**config.mk**
```make
export PLATFORM = sky130hd
export DESIGN_NAME = rtWriteTop
export DESIGN_NICKNAME = d
export VERILOG_FILES = /design/src/rtWritePkg.sv /design/src/fwRtReceiver.sv /design/src/ethRtReceiver.sv /design/src/rtSourceSelect.sv /design/src/rtBlockWriter.sv /design/src/boardRegisters.sv /design/src/rtWriteTop.sv
export SDC_FILE = /design/constraint.sdc
export NUM_CORES = 1
export LEC_CHECK = 0
export ABC_AREA = 1
export BUFFER_PORTS_ARGS = -buffer_cell sky130_fd_sc_hd__buf_4
export CAP_MARGIN = 20
export CELL_PAD_IN_SITES_DETAIL_PLACEMENT = 1
export CELL_PAD_IN_SITES_GLOBAL_PLACEMENT = 1
export CORE_MARGIN = 1
export CORE_UTILIZATION = 45
export DETAILED_ROUTE_END_ITERATION = 16
export PLACE_DENSITY_LB_ADDON = 0.25
export SYNTH_ARGS = -nofsm -noshare
export SYNTH_HDL_FRONTEND = slang
export SYNTH_SLANG_ARGS = --single-unit
```
**constraint.sdc**
```tcl
create_clock -name clk -period 4.7 [get_ports clk]
set_input_delay 0.94 -clock clk [delete_from_list [all_inputs] [get_ports clk]]
set_output_delay 0.94 -clock clk [all_outputs]
set_load 0.01 [all_outputs]
```
**src/rtWritePkg.sv**
```systemverilog
// Sizes, bus addresses, sequencer timing, block writer state codes and the quadlet union
`default_nettype none

package rtWritePkg;

   // Motor channels and the width of a channel index
   localparam int NumMotors = 4;
   localparam int ChanBits = $clog2(NumMotors);

   // Real-time write address, index NumMotors carries the power-control quadlet
   localparam int AddrBits = 4;

   // Power-control bits kept from the control quadlet
   localparam int CtrlBits = 20;

   // Register bus addresses
   // Channel page offset for the DAC quadlet
   localparam logic [3:0] OffDacCtrl = 4'd1;
   localparam logic [7:0] AddrPowerCtrl = 8'h00;

   // Terminal count of the 2-bit phase counter, 4 cycles per phase
   localparam logic [1:0] StrobeGap = 2'd3;

   // Block writer states
   localparam logic [2:0] BwIdle = 3'd0;
   localparam logic [2:0] BwStart = 3'd1;
   localparam logic [2:0] BwWrite = 3'd2;
   localparam logic [2:0] BwWriteGap = 3'd3;
   localparam logic [2:0] BwBlkWen = 3'd4;
   localparam logic [2:0] BwQuadGap = 3'd5;
   localparam logic [2:0] BwQuad = 3'd6;

   // One quadlet, read as a DAC quadlet at a channel page or as the power-control word
   typedef union packed {
      struct packed {
         logic        dacValid;
         logic        rsvdHi;
         logic        ampEnMask;
         logic        ampEn;
         logic [11:0] rsvdMid;
         logic [15:0] dacValue;
      } dac;
      struct packed {
         logic [31-CtrlBits:0] rsvd;
         logic [CtrlBits-1:0]  powerCtrl;
      } ctrl;
   } rtQuadletU;

endpackage

`default_nettype wire

```
**src/fwRtReceiver.sv**
```systemverilog
// Firewire real-time receiver: quadlet index and addressed write output
`timescale 1ns/1ns
`default_nettype none

module fwRtReceiver import rtWritePkg::*; (
   input  logic                clk,
   input  logic                rst,
   input  logic                fwBlockStart,
   input  logic                fwQuadValid,
   input  logic [31:0]         fwQuadData,
   output logic                fwWriteEn,
   output logic [AddrBits-1:0] fwWriteAddr,
   output logic [31:0]         fwWriteData
);

   // Next quadlet index, parked at NumMotors + 1 when no block is open
   logic [AddrBits-1:0] quadIdx;
   logic [AddrBits-1:0] curIdx;
   logic                inBlock;

   // Start pulse with a quadlet in the same cycle makes it quadlet 0
   assign curIdx = fwBlockStart ? '0 : quadIdx;
   // Indices 0 to NumMotors are kept, later ones are dropped
   assign inBlock = curIdx <= AddrBits'(NumMotors);

   always_ff @(posedge clk) begin
      if (rst) begin
         quadIdx <= AddrBits'(NumMotors + 1);
         fwWriteEn <= 1'b0;
      end else begin
         fwWriteEn <= fwQuadValid && inBlock;
         if (fwQuadValid && inBlock) begin
            quadIdx <= curIdx + 1'b1;
         end else if (fwBlockStart) begin
            quadIdx <= '0;
         end
      end
   end

   // Address and data captured alongside the enable
   always_ff @(posedge clk) begin
      if (fwQuadValid) begin
         fwWriteAddr <= curIdx;
         fwWriteData <= fwQuadData;
      end
   end

endmodule

`default_nettype wire

```
**src/ethRtReceiver.sv**
```systemverilog
// Ethernet real-time receiver: halfword pairing, quadlet index and addressed write output
`timescale 1ns/1ns
`default_nettype none

module ethRtReceiver import rtWritePkg::*; (
   input  logic                clk,
   input  logic                rst,
   input  logic                ethFrameStart,
   input  logic                ethHalfValid,
   input  logic [15:0]         ethHalfData,
   output logic                ethWriteEn,
   output logic [AddrBits-1:0] ethWriteAddr,
   output logic [31:0]         ethWriteData
);

   // Next quadlet index, parked past the control index outside a frame
   logic [AddrBits-1:0] quadIdx;
   logic [AddrBits-1:0] curIdx;
   // Low when the next halfword is a high half
   logic                phase;
   logic                curPhase;
   logic [15:0]         highHalf;
   logic                quadDone;
   logic                inBlock;

   // Frame start restarts pairing and indexing in its own cycle
   assign curIdx = ethFrameStart ? '0 : quadIdx;
   assign curPhase = ethFrameStart ? 1'b0 : phase;

   // Second halfword of a pair completes a quadlet
   assign quadDone = ethHalfValid && curPhase;
   assign inBlock = curIdx <= AddrBits'(NumMotors);

   always_ff @(posedge clk) begin
      if (rst) begin
         quadIdx <= AddrBits'(NumMotors + 1);
         phase <= 1'b0;
         ethWriteEn <= 1'b0;
      end else begin
         ethWriteEn <= quadDone && inBlock;
         if (ethHalfValid) begin
            phase <= !curPhase;
         end else if (ethFrameStart) begin
            phase <= 1'b0;
         end
         if (quadDone && inBlock) begin
            quadIdx <= curIdx + 1'b1;
         end else if (ethFrameStart) begin
            quadIdx <= '0;
         end
      end
   end

   // High half waits for its low half
   always_ff @(posedge clk) begin
      if (ethHalfValid && !curPhase) begin
         highHalf <= ethHalfData;
      end
      if (quadDone) begin
         ethWriteAddr <= curIdx;
         ethWriteData <= {highHalf, ethHalfData};
      end
   end

endmodule

`default_nettype wire

```
**src/rtSourceSelect.sv**
```systemverilog
// Link selector: per-block grant between the two receivers, collision flag, registered output
`timescale 1ns/1ns
`default_nettype none

module rtSourceSelect import rtWritePkg::*; (
   input  logic                clk,
   input  logic                rst,
   input  logic                fwWriteEn,
   input  logic [AddrBits-1:0] fwWriteAddr,
   input  logic [31:0]         fwWriteData,
   input  logic                ethWriteEn,
   input  logic [AddrBits-1:0] ethWriteAddr,
   input  logic [31:0]         ethWriteData,
   output logic                rtWriteEn,
   output logic [AddrBits-1:0] rtWriteAddr,
   output logic [31:0]         rtWriteData,
   output logic                hostConflict
);

   // Grant held by a link until its control quadlet passes
   logic grantFw;
   logic grantEth;
   logic selFw;
   logic selEth;

   // Firewire passes unless Ethernet holds the grant, so it wins a tie when idle
   assign selFw = fwWriteEn && !grantEth;
   assign selEth = ethWriteEn && !grantFw && !selFw;

   always_ff @(posedge clk) begin
      if (rst) begin
         grantFw <= 1'b0;
         grantEth <= 1'b0;
         rtWriteEn <= 1'b0;
         hostConflict <= 1'b0;
      end else begin
         rtWriteEn <= selFw || selEth;
         // Grant released by the write to the control index
         if (selFw) begin
            grantFw <= fwWriteAddr != AddrBits'(NumMotors);
         end
         if (selEth) begin
            grantEth <= ethWriteAddr != AddrBits'(NumMotors);
         end
         // Sticky until reset
         if ((fwWriteEn && !selFw) || (ethWriteEn && !selEth)) begin
            hostConflict <= 1'b1;
         end
      end
   end

   // Forwarded payload of the selected link
   always_ff @(posedge clk) begin
      if (selFw) begin
         rtWriteAddr <= fwWriteAddr;
         rtWriteData <= fwWriteData;
      end else if (selEth) begin
         rtWriteAddr <= ethWriteAddr;
         rtWriteData <= ethWriteData;
      end
   end

endmodule

`default_nettype wire

```
**src/rtBlockWriter.sv**
```systemverilog
// Real-time block writer with DAC quadlet store and register-bus write sequencer
`timescale 1ns/1ns
`default_nettype none

module rtBlockWriter import rtWritePkg::*; (
   input  logic                clk,
   input  logic                rst,
   input  logic                rtWriteEn,
   input  logic [AddrBits-1:0] rtWriteAddr,
   input  logic [31:0]         rtWriteData,
   output logic                bwRegWen,
   output logic                bwBlockWen,
   output logic                bwBlockWstart,
   output logic [7:0]          bwRegWaddr,
   output logic [31:0]         bwRegWdata,
   output logic                dacUpdate,
   output logic                rtBusy
);

   logic [2:0]          rtState;
   // Phase counter that restarts in idle and on each register write
   logic [1:0]          rtCnt;
   // Channel being replayed
   logic [ChanBits-1:0] chanIdx;
   // Kept bits of the power-control quadlet
   logic [CtrlBits-1:0] rtCtrl;
   // Stored DAC quadlets of the current block
   rtQuadletU           rtDac [NumMotors];
   logic                anyDacValid;
   logic                anyAmpEnMask;
   logic                writeEnd;

   // Any channel with work for the DAC block
   always_comb begin
      anyDacValid = 1'b0;
      anyAmpEnMask = 1'b0;
      for (int i = 0; i < NumMotors; i++) begin
         anyDacValid = anyDacValid | rtDac[i].dac.dacValid;
         anyAmpEnMask = anyAmpEnMask | rtDac[i].dac.ampEnMask;
      end
   end

   // Control quadlet closes the block
   assign writeEnd = rtWriteAddr == AddrBits'(NumMotors);

   // Busy through the last strobe cycle so outputs are settled once it falls
   assign rtBusy = (rtState != BwIdle) || bwRegWen || bwBlockWen;

   always_ff @(posedge clk) begin
      if (rst) begin
         rtState <= BwIdle;
         rtCnt <= 2'd0;
         chanIdx <= '0;
         bwRegWen <= 1'b0;
         bwBlockWen <= 1'b0;
         bwBlockWstart <= 1'b0;
         dacUpdate <= 1'b0;
      end else begin
         // Write gap counts a full phase after the write pulse
         rtCnt <= ((rtState == BwIdle) || (rtState == BwWrite)) ? 2'd0 : rtCnt + 2'd1;
         case (rtState)
            BwIdle: begin
               bwRegWen <= 1'b0;
               bwBlockWen <= 1'b0;
               // Writes during the final strobe cycle are dropped like any busy write
               if (rtWriteEn && !rtBusy) begin
                  if (writeEnd) begin
                     rtCtrl <= rtWriteData[CtrlBits-1:0];
                     if (anyDacValid || anyAmpEnMask) begin
                        bwBlockWstart <= 1'b1;
                        dacUpdate <= anyDacValid;
                        rtState <= BwStart;
                     end else begin
                        // Nothing for the DAC block so only the control quadlet
                        rtState <= BwQuad;
                     end
                  end else if (rtWriteAddr < AddrBits'(NumMotors)) begin
                     rtDac[rtWriteAddr[ChanBits-1:0]] <= rtWriteData;
                  end
               end
            end
            BwStart: begin
               // Start strobe held for one full phase
               if (rtCnt == StrobeGap) begin
                  bwBlockWstart <= 1'b0;
                  dacUpdate <= 1'b0;
                  chanIdx <= '0;
                  rtState <= BwWrite;
               end
            end
            BwWrite: begin
               bwRegWaddr <= {{(4 - ChanBits){1'b0}}, chanIdx, OffDacCtrl};
               bwRegWdata <= rtDac[chanIdx];
               bwRegWen <= 1'b1;
               rtState <= BwWriteGap;
            end
            BwWriteGap: begin
               bwRegWen <= 1'b0;
               // Request bits of the handled channel are spent
               rtDac[chanIdx].dac.dacValid <= 1'b0;
               rtDac[chanIdx].dac.ampEnMask <= 1'b0;
               if (rtCnt == StrobeGap) begin
                  chanIdx <= chanIdx + 1'b1;
                  if (chanIdx == ChanBits'(NumMotors - 1)) begin
                     rtState <= BwBlkWen;
                  end else begin
                     rtState <= BwWrite;
                  end
               end
            end
            BwBlkWen: begin
               // Wait one phase and then commit the block
               if (rtCnt == StrobeGap) begin
                  bwBlockWen <= 1'b1;
                  // Zero control word leaves the power register alone
                  rtState <= (rtCtrl == '0) ? BwIdle : BwQuadGap;
               end
            end
            BwQuadGap: begin
               bwBlockWen <= 1'b0;
               if (rtCnt == StrobeGap) begin
                  rtState <= BwQuad;
               end
            end
            BwQuad: begin
               // Power-control quadlet write with both strobes together
               bwRegWaddr <= AddrPowerCtrl;
               bwRegWdata <= {{(32 - CtrlBits){1'b0}}, rtCtrl};
               bwRegWen <= 1'b1;
               bwBlockWen <= 1'b1;
               rtCtrl <= '0;
               rtState <= BwIdle;
            end
            default: begin
               rtState <= BwIdle;
            end
         endcase
      end
   end

endmodule

`default_nettype wire

```
**src/boardRegisters.sv**
```systemverilog
// Board registers: DAC and amp enable staging with block commit, power-control register
`timescale 1ns/1ns
`default_nettype none

module boardRegisters import rtWritePkg::*; (
   input  logic                      clk,
   input  logic                      rst,
   input  logic                      bwRegWen,
   input  logic                      bwBlockWen,
   input  logic                      bwBlockWstart,
   input  logic [7:0]                bwRegWaddr,
   input  logic [31:0]               bwRegWdata,
   output logic [16*NumMotors-1:0]   dacValues,
   output logic [NumMotors-1:0]      ampEnable,
   output logic [CtrlBits-1:0]       powerCtrl
);

   // Staged quadlet per channel and whether it arrived in this block
   rtQuadletU            stageQ [NumMotors];
   logic [NumMotors-1:0] stageValid;
   rtQuadletU            busQuad;
   logic [3:0]           page;
   logic [ChanBits-1:0]  chan;
   logic                 stageWr;
   logic                 commitWr;
   logic                 powerWr;

   assign busQuad = bwRegWdata;
   assign page = bwRegWaddr[7:4];
   assign chan = page[ChanBits-1:0];

   // Bus decode
   assign stageWr = bwRegWen && !bwBlockWen && (bwRegWaddr[3:0] == OffDacCtrl)
                    && (page < 4'(NumMotors));
   assign commitWr = bwBlockWen && !bwRegWen;
   assign powerWr = bwRegWen && bwBlockWen && (bwRegWaddr == AddrPowerCtrl);

   always_ff @(posedge clk) begin
      if (stageWr) begin
         stageQ[chan] <= busQuad;
      end
   end

   always_ff @(posedge clk) begin
      if (rst) begin
         stageValid <= '0;
         dacValues <= '0;
         ampEnable <= '0;
         powerCtrl <= '0;
      end else begin
         // New block forgets whatever was staged before
         if (bwBlockWstart) begin
            stageValid <= '0;
         end else if (stageWr) begin
            stageValid[chan] <= 1'b1;
         end
         // Commit only the fields each staged quadlet asks for
         if (commitWr) begin
            for (int i = 0; i < NumMotors; i++) begin
               if (stageValid[i] && stageQ[i].dac.dacValid) begin
                  dacValues[16*i +: 16] <= stageQ[i].dac.dacValue;
               end
               if (stageValid[i] && stageQ[i].dac.ampEnMask) begin
                  ampEnable[i] <= stageQ[i].dac.ampEn;
               end
            end
         end
         if (powerWr) begin
            powerCtrl <= busQuad.ctrl.powerCtrl;
         end
      end
   end

endmodule

`default_nettype wire

```
**src/rtWriteTop.sv**
```systemverilog
// Real-time write path top: both receivers, link selector, block writer, board registers
`timescale 1ns/1ns
`default_nettype none

module rtWriteTop import rtWritePkg::*; (
   input  logic                    clk,
   input  logic                    rst,
   input  logic                    fwBlockStart,
   input  logic                    fwQuadValid,
   input  logic [31:0]             fwQuadData,
   input  logic                    ethFrameStart,
   input  logic                    ethHalfValid,
   input  logic [15:0]             ethHalfData,
   output logic                    hostConflict,
   output logic                    dacUpdate,
   output logic                    rtBusy,
   output logic [16*NumMotors-1:0] dacValues,
   output logic [NumMotors-1:0]    ampEnable,
   output logic [CtrlBits-1:0]     powerCtrl
);

   // Receiver outputs
   logic                fwWriteEn;
   logic [AddrBits-1:0] fwWriteAddr;
   logic [31:0]         fwWriteData;
   logic                ethWriteEn;
   logic [AddrBits-1:0] ethWriteAddr;
   logic [31:0]         ethWriteData;
   // Selected real-time write stream
   logic                rtWriteEn;
   logic [AddrBits-1:0] rtWriteAddr;
   logic [31:0]         rtWriteData;
   // Local register bus
   logic                bwRegWen;
   logic                bwBlockWen;
   logic                bwBlockWstart;
   logic [7:0]          bwRegWaddr;
   logic [31:0]         bwRegWdata;

   fwRtReceiver fwRx (
      .clk(clk), .rst(rst), .fwBlockStart(fwBlockStart), .fwQuadValid(fwQuadValid),
      .fwQuadData(fwQuadData), .fwWriteEn(fwWriteEn), .fwWriteAddr(fwWriteAddr),
      .fwWriteData(fwWriteData));

   ethRtReceiver ethRx (
      .clk(clk), .rst(rst), .ethFrameStart(ethFrameStart), .ethHalfValid(ethHalfValid),
      .ethHalfData(ethHalfData), .ethWriteEn(ethWriteEn), .ethWriteAddr(ethWriteAddr),
      .ethWriteData(ethWriteData));

   rtSourceSelect srcSel (
      .clk(clk), .rst(rst), .fwWriteEn(fwWriteEn), .fwWriteAddr(fwWriteAddr),
      .fwWriteData(fwWriteData), .ethWriteEn(ethWriteEn), .ethWriteAddr(ethWriteAddr),
      .ethWriteData(ethWriteData), .rtWriteEn(rtWriteEn), .rtWriteAddr(rtWriteAddr),
      .rtWriteData(rtWriteData), .hostConflict(hostConflict));

   rtBlockWriter blockWr (
      .clk(clk), .rst(rst), .rtWriteEn(rtWriteEn), .rtWriteAddr(rtWriteAddr),
      .rtWriteData(rtWriteData), .bwRegWen(bwRegWen), .bwBlockWen(bwBlockWen),
      .bwBlockWstart(bwBlockWstart), .bwRegWaddr(bwRegWaddr), .bwRegWdata(bwRegWdata),
      .dacUpdate(dacUpdate), .rtBusy(rtBusy));

   boardRegisters boardRegs (
      .clk(clk), .rst(rst), .bwRegWen(bwRegWen), .bwBlockWen(bwBlockWen),
      .bwBlockWstart(bwBlockWstart), .bwRegWaddr(bwRegWaddr), .bwRegWdata(bwRegWdata),
      .dacValues(dacValues), .ampEnable(ampEnable), .powerCtrl(powerCtrl));

endmodule

`default_nettype wire

```
==> summary.md, run 1 <==
| Metric | Value |
|---|---|
| Run status | complete, no violations |
| Routability-driven placement congestion ratio | roughly 0.77 |
| Clock Tree Root | clkbuf_16 |
| Commonest non-fill, non-tap cell in the layout | edfxtp_1 |
| Clk slew on worst S/H paths | approximately 0.060 ns |
| Setup Viol. Count Final | 0 |
| Final setup margin | 1.95 ns |
| RSZ-0062 raised after global routing | no |
| Tightest Hold Check Type | reg -> reg |
| Diodes inserted | 0 |
| Die Wd | around 190 um |
| Worst R2R Setup Slack | 2.32 ns |
| Commonest non-fill, non-tap cells in the layout | 302 x edfxtp_1, 296 x nor2_1, 157 x o21ai_0 |
| Lkg Pwr | between 7 and 8 nW |
| Cts hold-fix bufs | 0 |
| Buf/Inv on CP | 2 |
| Endpoint class of the critical path | output port |
| Hold_ws | between 0.4 and 0.5 ns |
| Post-synthesis sequential area ratio | approximately 74% |
| CTS Sinks | between 400 and 500 |
| Pwr/cell area | between 400 and 500 mW/mm^2 |
| GRT Overall Usage | about 20% |
| Post-synthesis register bit count | about 420 |
| Slowest cell on the critical path | dfxtp_1 |
| Synth top area share | about three fifths |
| CP Cell Sequence | nor2_1 > nand2_1 > inv_1 > nand2_1 > buf_4 |
| Worst path max stage delay | around 0.41 ns |
| Max Freq | 363 MHz |
| Slew Viols, Final | 0 |
| Max Cap Violations | 0 |
| Crit path max-delay family | simple AND/OR/NAND/NOR gates |
| Most frequent CP cell | nand2_1 |
| WL/cell | 17.5 um |
| # fillers | around 3.6k |
| Synth unique cells | 30 |
| HPWL after DPL | between 20 and 25 mm |
| Arr. time, crit path | around 1.8 ns |
| TritonCTS buffer count | 43 |
| Final nets | 1548 |
| Post-CTS Setup Inserts | 0 |
| First-pass GRT wire length | between 50 and 60 mm |
| Top-Level Pins | about 150 |
| Synth-to-Final Area Change | 18.6% |
| CTS max path bufs | 3 |
| Number of core rows | 67 |
| Pre-Repair DR Iteration Count | 4 |
| Syn. warnings | 0 |
| Synthesized instance count | 1338 |
| 1st-iter DRT viols | 522 |
| Place WS | approximately 1.7 ns |
| Total gr overflow | 0 |
| Synthesized area per cell | approximately 12 sq um |
| Remaining DRCs | 0 |
| Initial antenna violation count | 0 |
| Core ar. | ~0.034 sq mm |
| CTS tree | done |
| Critical path data required time | around 3.8 ns |
| Vias in the first global route | roughly 10k |
| Nature of the critical path startpoint | flop |
| Vias | approximately 9.9k |
| Vias per inst | roughly 5.0 |
| CTS H-tree depth | 2 |
| Relative slew slack | a little under a third |
| Port buffer count | ~140 |
| Pin count of the biggest net entering global routing | 66 |
| Post-DRT Antenna Nets | 0 |
| Utilization of the core after routing | 54.5% |
| Worst slew pin tran | 1.03 ns |
| Syn nets | 1400 |
| Tmin final | 2.75 ns |
| Cell Area, Synth | 0.0154 sq mm |
| Maximum VDD drop | roughly 0.26 mV |
| Crit Path Class | reg -> out |
| Final WL | 34.4 mm |
| Die height | ~190 um |
| Hold Fails Final Rpt | 0 |
| Setup Skew | roughly 0.017 ns |
| Initial Util | a little under half |
| TNS Setup | 0 ns |
| Final Cycle Share | about three fifths |
| Resized cells post-CTS | 0 |
| Crit Path Max Fanout | 10 |
| Layout cell share with drive strength beyond 1 | 16.2% |
| Clock Latency Late Sink | around 0.54 ns |
| Top cell type by total area after synthesis | edfxtp_1 |
| DIE AREA | between 0.03 and 0.04 sq mm |
| Synth area leaders | edfxtp_1 59%, dfxtp_1 16%, nor2_1 7.2% |
| Total power | 7.39 mW |
-- cell usage after synthesis, drive strengths merged --
cell and n:
nor2 299, nor3 12, o22ai 5, a211oi 1, o21a 2, buf 17, edfxtp 302, nand3 23
nand2 151, o21ai 159, ha 8, clkinv 2, nor4 3, or2 1, a21oi 49, nor3b 1
inv 126, nand4 2, a31oi 16, nand3b 2, dfxtp 120, o211ai 1, clkbuf 36
-- layer usage --
layer | vias to the layer above | track usage (%) | share of wire (%)
met4 | 0 | 4.76 | 1.6
met3 | 41 | 3.34 | 4.5
met2 | 237 | 35.7 | 51
met1 | 4765 | 25.2 | 43
met5 | - | 0 | 0
li1 | 4818 | - | -
-- flip-flops by register name (all words and copies together), names as in the netlist, 7 cells and up, named ones only --
register             flops
blockWr.rtDac           92
fwRx.fwWriteData        23
srcSel.rtWriteData      23
ethRx.ethWriteData      23
blockWr.bwRegWdata      23
boardRegs.stageQ        76
ethRx.highHalf           7
blockWr.rtCtrl          20
boardRegs.dacValues     64
boardRegs.powerCtrl     20
-- logic make-up (layout without fill, tap and decap cells) --
logic type,Yosys count,after routing,share of synthesized area [%]
fa+ha+maj,8,8,0.649
flops,422,422,74.3
buf+inv,181,363,4.50
simple gates,494,494,12.7
compound gates,233,233,7.84
-- through the flow --
step,cells,area (sq um)
finish,1968,18300
global route,1968,18300
CTS,1967,18300
detailed placement,1888,17000
global placement,1888,17000
floorplan,1338,15400
-- worst reg2reg max path, delay by kind of cell, from the launching register on --
kind                   cells  cell delay, ns
DFF                        1            0.53
and+or+nand+nor            3            0.34
buffers and inverters      4            0.84
AOI/OAI and AO/OA          1            0.31
-- worst paths after layout --
check / from / to / cells past startpoint
max reg2reg: blockWr.rtState[2] / blockWr.rtDac[2][8] / 8
max: blockWr.rtState[2] / rtBusy / 5
min reg2reg: ethRx.highHalf[1] / ethRx.ethWriteData[17] / 0
min: ethRx.highHalf[1] / ethRx.ethWriteData[17] / 0
-- final cells by class --
| class | instances | area [sq um] | share of cell area (%) |
|---|---|---|---|
| Tap cell | 448 | 561 | 3.06 |
| Multi-Input combinational cell | 735 | 3310 | 18.1 |
| Sequential cell | 422 | 11500 | 62.7 |
| Clock inverter | 29 | 185 | 1.01 |
| Inverter | 128 | 480 | 2.62 |
| Clock buffer | 50 | 1120 | 6.13 |
| Timing Repair Buffer | 156 | 1180 | 6.44 |
-- power by group --
group          internal [mW]  switching, mW
clock                   1.77           1.40
combinational         0.0592          0.112
sequential              4.03         0.0207
total                   5.86           1.53
No activity file was read; power rests on OpenSTA's default activity.
==> inputs of run 2 (changes only) <==
==> constraint.sdc (replaced) <==
create_clock -name clk -period 2.65 [get_ports clk]
set_input_delay 0.53 -clock clk [delete_from_list [all_inputs] [get_ports clk]]
set_output_delay 0.53 -clock clk [all_outputs]
set_load 0.01 [all_outputs]
==> summary.md, run 2 (synthesized netlist as in run 1, its figures left out) <==
| Metric | Value |
|---|---|
| Post-CTS Setup Inserts | 0 |
| Layout cell share with drive strength beyond 1 | around 16% |
| Initial antenna violation count | 0 |
| Slowest cell on the critical path | dfxtp_1 |
| RSZ-0062 raised after global routing | no |
| Number of flip-flops in the largest register | just over 90 |
| Crit path max-delay family | simple AND/OR/NAND/NOR gates |
| Number of core rows | 67 |
| Relative slew slack | about half |
| Die Wd | ~190 um |
| Arr. time, crit path | 1.72 ns |
| Utilization of the core after routing | between 50% and 60% |
| Clock Tree Root | clkbuf_16 |
| CTS tree | done |
| Setup Viol. Count Final | 0 |
| Maximum VDD drop | 0.537 mV |
| Slew Viols, Final | 0 |
| Top reg by flops | blockWr.rtDac |
| Pwr/cell area | a little over 700 mW/mm^2 |
| Pin count of the biggest net entering global routing | 47 |
| Tmin final | ~2.3 ns |
| Vias per inst | 4.97 |
| TNS Setup | 0 ns |
| WL/cell | ~17 um |
| HPWL after DPL | roughly 23 mm |
| Core ar. | 0.0336 sq mm |
| Run status | complete, no violations |
| Vias | between 9k and 10k |
| Port buffer count | about 140 |
| Design area | 0.0184 sq mm |
| Post-DRT Antenna Nets | 0 |
| CTS Sinks | around 420 |
| Critical path data required time | around 2.1 ns |
| Nature of the critical path startpoint | flop |
| Largest registers | blockWr.rtDac x92, boardRegs.stageQ x76, boardRegs.dacValues x64 |
| Endpoint, Worst Hold | ethRx.ethWriteData[4] |
| Worst R2R Setup Slack | roughly 0.41 ns |
| Endpoint class of the critical path | output port |
| Routability-driven placement congestion ratio | 0.767 |
| Crit Path Max Fanout | 10 |
| Total gr overflow | 0 |
| Place WS | slightly above 0.4 ns |
| Commonest non-fill, non-tap cell in the layout | edfxtp_1 |
| Tightest Hold Check Type | in -> reg |
| Remaining DRCs | 0 |
| CP Cell Sequence | nor2_1 > nand2_1 > inv_1 > nand2_1 > buf_4 |
| R2R depth | 6 |
| Commonest non-fill, non-tap cells in the layout | 302 x edfxtp_1, 296 x nor2_1, 163 x buf_4 |
| 1st-iter DRT viols | between 500 and 600 |
| CTS H-tree depth | 2 |
| Vias in the first global route | between 10k and 15k |
| Placed Instance Area | ~0.017 sq mm |
| DIE AREA | around 0.035 sq mm |
| Max Cap Violations | 0 |
| Worst slew pin tran | roughly 0.75 ns |
| Final nets | 1559 |
| Diodes inserted | 0 |
| TritonCTS buffer count | between 40 and 50 |
| Crit Path Class | reg -> out |
| Pre-Repair DR Iteration Count | 5 |
| Cts hold-fix bufs | 0 |
| First-pass GRT wire length | roughly 54 mm |
| Initial Util | 45.9% |
| Hold Fails Final Rpt | 0 |
| Clk slew on worst S/H paths | 0.06 ns |
| Worst path max stage delay | between 0.4 and 0.5 ns |
| Buf/Inv on CP | 2 |
| Final setup margin | roughly 0.4 ns |
| CTS max path bufs | 3 |
| Final Cycle Share | between 80% and 90% |
| Worst r2r src | blockWr.rtState[2] |
| Resized cells post-CTS | 0 |
| Final WL | roughly 34 mm |
| Lkg Pwr | around 7 nW |
| Hold Crit Depth | 1 |
| Top-Level Pins | approximately 150 |
| Die height | between 150 and 200 um |
| Critical R2R Capture | blockWr.rtDac[3][19] |
| Synth-to-Final Area Change | 19.4% |
| Most frequent CP cell | nand2_1 |
| Max Freq | 444 MHz |
| GRT Overall Usage | 19.7% |
| Worst hold start | ethHalfData[4] |
| Clock Latency Late Sink | between 0.5 and 0.6 ns |
| Setup Skew | ~0.013 ns |
## run 2: changes by cell type in the layout (fill, tap and decap cells not counted), moves of 2 or more
cell,delta
inv_6,-2
buf_12,+3
clkbuf_1,+14
clkinv_1,-8
buf_4,+8
## run 2: through the flow
step                hold WS (ns)  std cells  power [mW]
finish                     0.161       1980        13.1
global route               0.137       1980        13.5
CTS                        0.139       1980        13.2
detailed placement         0.410       1899        7.64
global placement           0.401       1899        7.61
floorplan                  0.400       1338        7.48
## run 2: worst max-delay path by stage
stage                  startpoint              endpoint  depth (start not counted)
3_3_place_gp                  rst   blockWr.rtDac[1][9]                          5
2_1_floorplan                 rst   blockWr.rtDac[0][0]                          6
5_1_grt        blockWr.rtState[2]  blockWr.rtDac[3][19]                          6
6_report       blockWr.rtState[2]                rtBusy                          5
4_1_cts        blockWr.rtState[2]                rtBusy                          5
3_5_place_dp   blockWr.rtState[2]   blockWr.rtDac[3][9]                          6
## run 2: layout make-up
| class | count | area, sq um |
|---|---|---|
| fill | 3578 | 15200 |
| sequential | 422 | 11500 |
| multi-input combinational | 735 | 3310 |
| timing repair buffer | 166 | 1280 |
| clock buffer | 66 | 1210 |
| tap | 448 | 561 |
| inverter | 128 | 480 |
| clock inverter | 15 | 100 |
## run 2: where the power goes
part / internal (mW) / leakage (nW) / total (mW) / switching [mW]
registers: 7.14 / 3.72 / 7.18 / 0.0345
logic: 0.112 / 2.72 / 0.314 / 0.202
clock network: 3.18 / 0.645 / 5.61 / 2.42
## run 2: per-layer routing
layer  vias up  part of all wire [%]  routed length [um]  global-route usage (%)
li1       4827                     -                   -                       -
met1      4716                    43               14800                    25.1
met2       247                    50               16900                    34.2
met3        60                   4.5                1550                    3.25
met4         0                   2.3                 792                    6.72
met5         -                     0                   0                       0
==> inputs of run 3 (changes only) <==
--- a/config.mk
+++ b/config.mk
@@ -5,7 +5,7 @@
 export SDC_FILE = /design/constraint.sdc
 export NUM_CORES = 1
 export LEC_CHECK = 0
-export ABC_AREA = 1
+export ABC_AREA = 0
 export BUFFER_PORTS_ARGS = -buffer_cell sky130_fd_sc_hd__buf_4
 export CAP_MARGIN = 20
 export CELL_PAD_IN_SITES_DETAIL_PLACEMENT = 1
==> constraint.sdc (replaced) <==
create_clock -name clk -period 2.21 [get_ports clk]
set_input_delay 0.442 -clock clk [delete_from_list [all_inputs] [get_ports clk]]
set_output_delay 0.442 -clock clk [all_outputs]
set_load 0.01 [all_outputs]
==> summary.md, run 3 <==
| Metric | Value |
|---|---|
| Layout cell share with drive strength beyond 1 | 26.4% |
| Maximum VDD drop | roughly 0.62 mV |
| Vias per inst | about 5.1 |
| Lkg Pwr | between 6 and 7 nW |
| Arr. time, crit path | ~1.6 ns |
| Syn nets | approximately 1.1k |
| Placed Instance Area | between 0.015 and 0.02 sq mm |
| Clock share of power | 43.6% |
| Synthesized area per cell | around 15 sq um |
| Worst path max stage delay | 0.35 ns |
| Critical path data required time | ~1.8 ns |
| Final setup margin | approximately 0.17 ns |
| Clock Tree Root | clkbuf_16 |
| Number of flip-flops in the largest register | between 90 and 100 |
| Endpoint class of the critical path | output port |
| Crit Path Max Fanout | 6 |
| Final WL | 32.5 mm |
| Sw Ratio | about a fifth |
| Tmin final | ~2.0 ns |
| Setup Viol. Count Final | 0 |
| Design area | 0.0186 sq mm |
| Tightest Hold Check Type | in -> reg |
| Max Freq | a little under 500 MHz |
| Number of flops mapped to enable cells by yosys | 302 |
| Register area | 0.0115 sq mm |
| Top-Level Pins | 145 |
| Diodes inserted | 0 |
| Relative slew slack | between 50% and 60% |
| Clock Latency Late Sink | 0.53 ns |
| Resized cells post-CTS | 0 |
| Die Wd | roughly 190 um |
| Seq pwr share | between 50% and 60% |
| Cts hold-fix bufs | 0 |
| Number of core rows | between 60 and 70 |
| Post-synthesis sequential area ratio | ~75% |
| Multi-input gate area | 0.00363 sq mm |
| Pint | around 13 mW |
| Total gr overflow | 0 |
| Post-CTS Setup Inserts | 0 |
| Initial antenna violation count | 0 |
| CTS Sinks | around 420 |
| Die height | between 150 and 200 um |
| Cell Area, Synth | 0.0152 sq mm |
| Utilization of the core after routing | roughly 55% |
| Worst slew pin tran | between 0.7 and 0.8 ns |
| Initial Util | a little under half |
| Slew Viols, Final | 0 |
| # fillers | between 3k and 4k |
| Prevailing post-synth register cell | edfxtp_1 |
| Top cells by count, synth | 302 x edfxtp_1, 183 x nand2_1, 120 x dfxtp_1, 92 x a21oi_1, 47 x mux2_2 |
| Crit Path Class | reg -> out |
| Core ar. | between 0.03 and 0.04 sq mm |
| Max Cap Violations | 0 |
| Synth top area share | 59.5% |
| Hold_ws | 0.0901 ns |
| Place WS | ~0.15 ns |
| Most frequent CP cell | buf_4 |
| Final Cycle Share | 92.2% |
| Post-synthesis register bit count | approximately 420 |
| Nature of the critical path startpoint | flop |
| Routability-driven placement congestion ratio | 0.773 |
| TritonCTS buffer count | 43 |
| P_sw | between 3 and 4 mW |
| CTS tree | done |
| RSZ-0062 raised after global routing | no |
| Comb pwr share | 2.1% |
| Pwr/cell area | ~850 mW/mm^2 |
| Remaining DRCs | 0 |
| Hold Fails Final Rpt | 0 |
| Syn. warnings | 0 |
| Top reg by flops | blockWr.rtDac |
| CP Cell Sequence | buf_4 > nor3_4 > nand2_1 > buf_4 |
| Pin count of the biggest net entering global routing | 47 |
| HPWL after DPL | approximately 21 mm |
| Post-DRT Antenna Nets | 0 |
| Port buffer count | 135 |
| Top cell type by total area after synthesis | edfxtp_1 |
| Slowest cell on the critical path | dfxtp_1 |
| Final nets | ~1.3k |
| CTS H-tree depth | 2 |
| Run status | complete, no violations |
| Asr flop ratio synth | 0% |
| 1st-iter DRT viols | roughly 430 |
| DIE AREA | around 0.035 sq mm |
| Clk slew on worst S/H paths | around 0.06 ns |
| GRT Overall Usage | approximately 19% |
| Largest registers | blockWr.rtDac x92, boardRegs.stageQ x76, boardRegs.dacValues x64 |
| First-pass GRT wire length | between 50 and 60 mm |
| Synth unique cells | between 40 and 50 |
| Commonest non-fill, non-tap cells in the layout | 302 x edfxtp_1, 183 x nand2_1, 166 x buf_4 |
| Commonest non-fill, non-tap cell in the layout | edfxtp_1 |
| Setup Skew | 0.0109 ns |
| Synth area leaders | edfxtp_1 59%, dfxtp_1 16%, nand2_1 4.5% |
| Most common cell in the netlist | edfxtp_1 |
| Vias | a little under 9k |
| WL/cell | 19.2 um |
| CTS max path bufs | 3 |
| Pre-Repair DR Iteration Count | 5 |
| Vias in the first global route | about 9k |
| Synth-to-Final Area Change | 21.7% |
| Total power | about 16 mW |
| Synthesized instance count | approximately 1.0k |
-- run 3: routing by layer --
metal  global-route usage [%]  up-vias  wire, um
li1                         -     4116         -
met1                     24.9     4325     14100
met2                     33.9      217     16400
met3                     2.95       46      1360
met4                     5.80        0       652
met5                        0        -         0
-- run 3: cell type report --
cell class | instances | share of cell area, %
sequential | 422 | 61.8
inverter | 16 | 0.330
multi-input combinational | 550 | 19.6
tap | 448 | 3.02
timing repair buffer | 177 | 7.90
clock inverter | 16 | 0.560
clock buffer | 63 | 6.76
-- run 3: critical path: cells and delay by family (launching register included) --
kind,cells,cell delay [ns]
AND/OR/NAND/NOR,2,0.40
flip-flops,1,0.35
buffers and inverters,2,0.33
-- run 3: path summary, 6_finish.rpt --
check	depth (start not counted)	slack (ns)	to	startpoint
hold / removal	1	0.09	ethRx.ethWriteData[10]	ethHalfData[10]
hold reg to reg	0	0.42	ethRx.ethWriteData[18]	ethRx.highHalf[2]
setup reg to reg	5	0.19	blockWr.dacUpdate	srcSel.rtWriteAddr[0]
setup / recovery	4	0.17	rtBusy	blockWr.rtState[0]
-- run 3: power by group through the flow --
stage                     Clock, mW  Combinational, mW  Sequential, mW
final                          6.92              0.339            8.60
after global routing           7.36              0.375            8.61
after CTS                      7.09              0.348            8.60
after detailed placement          0              0.344            8.77
after global placement            0              0.327            8.76
after floorplan                   0              0.184            8.75
-- run 3: cells by family after synthesis --
logic type,share of synthesized area (%)
XOR/XNOR,0.115
multiplexers,7.46
AO/OA/AOI/OAI,4.40
adder cells (fa/ha/maj),0.657
buffers and inverters,1.67
flip-flops,75.2
AND/OR/NAND/NOR,10.5
-- run 3: stage by stage --
step	cells	setup TNS, ns
2_1_floorplan	1038	-11.54
6_report	1692	0
4_1_cts	1692	0
3_3_place_gp	1613	0
3_5_place_dp	1613	0
5_1_grt	1692	0
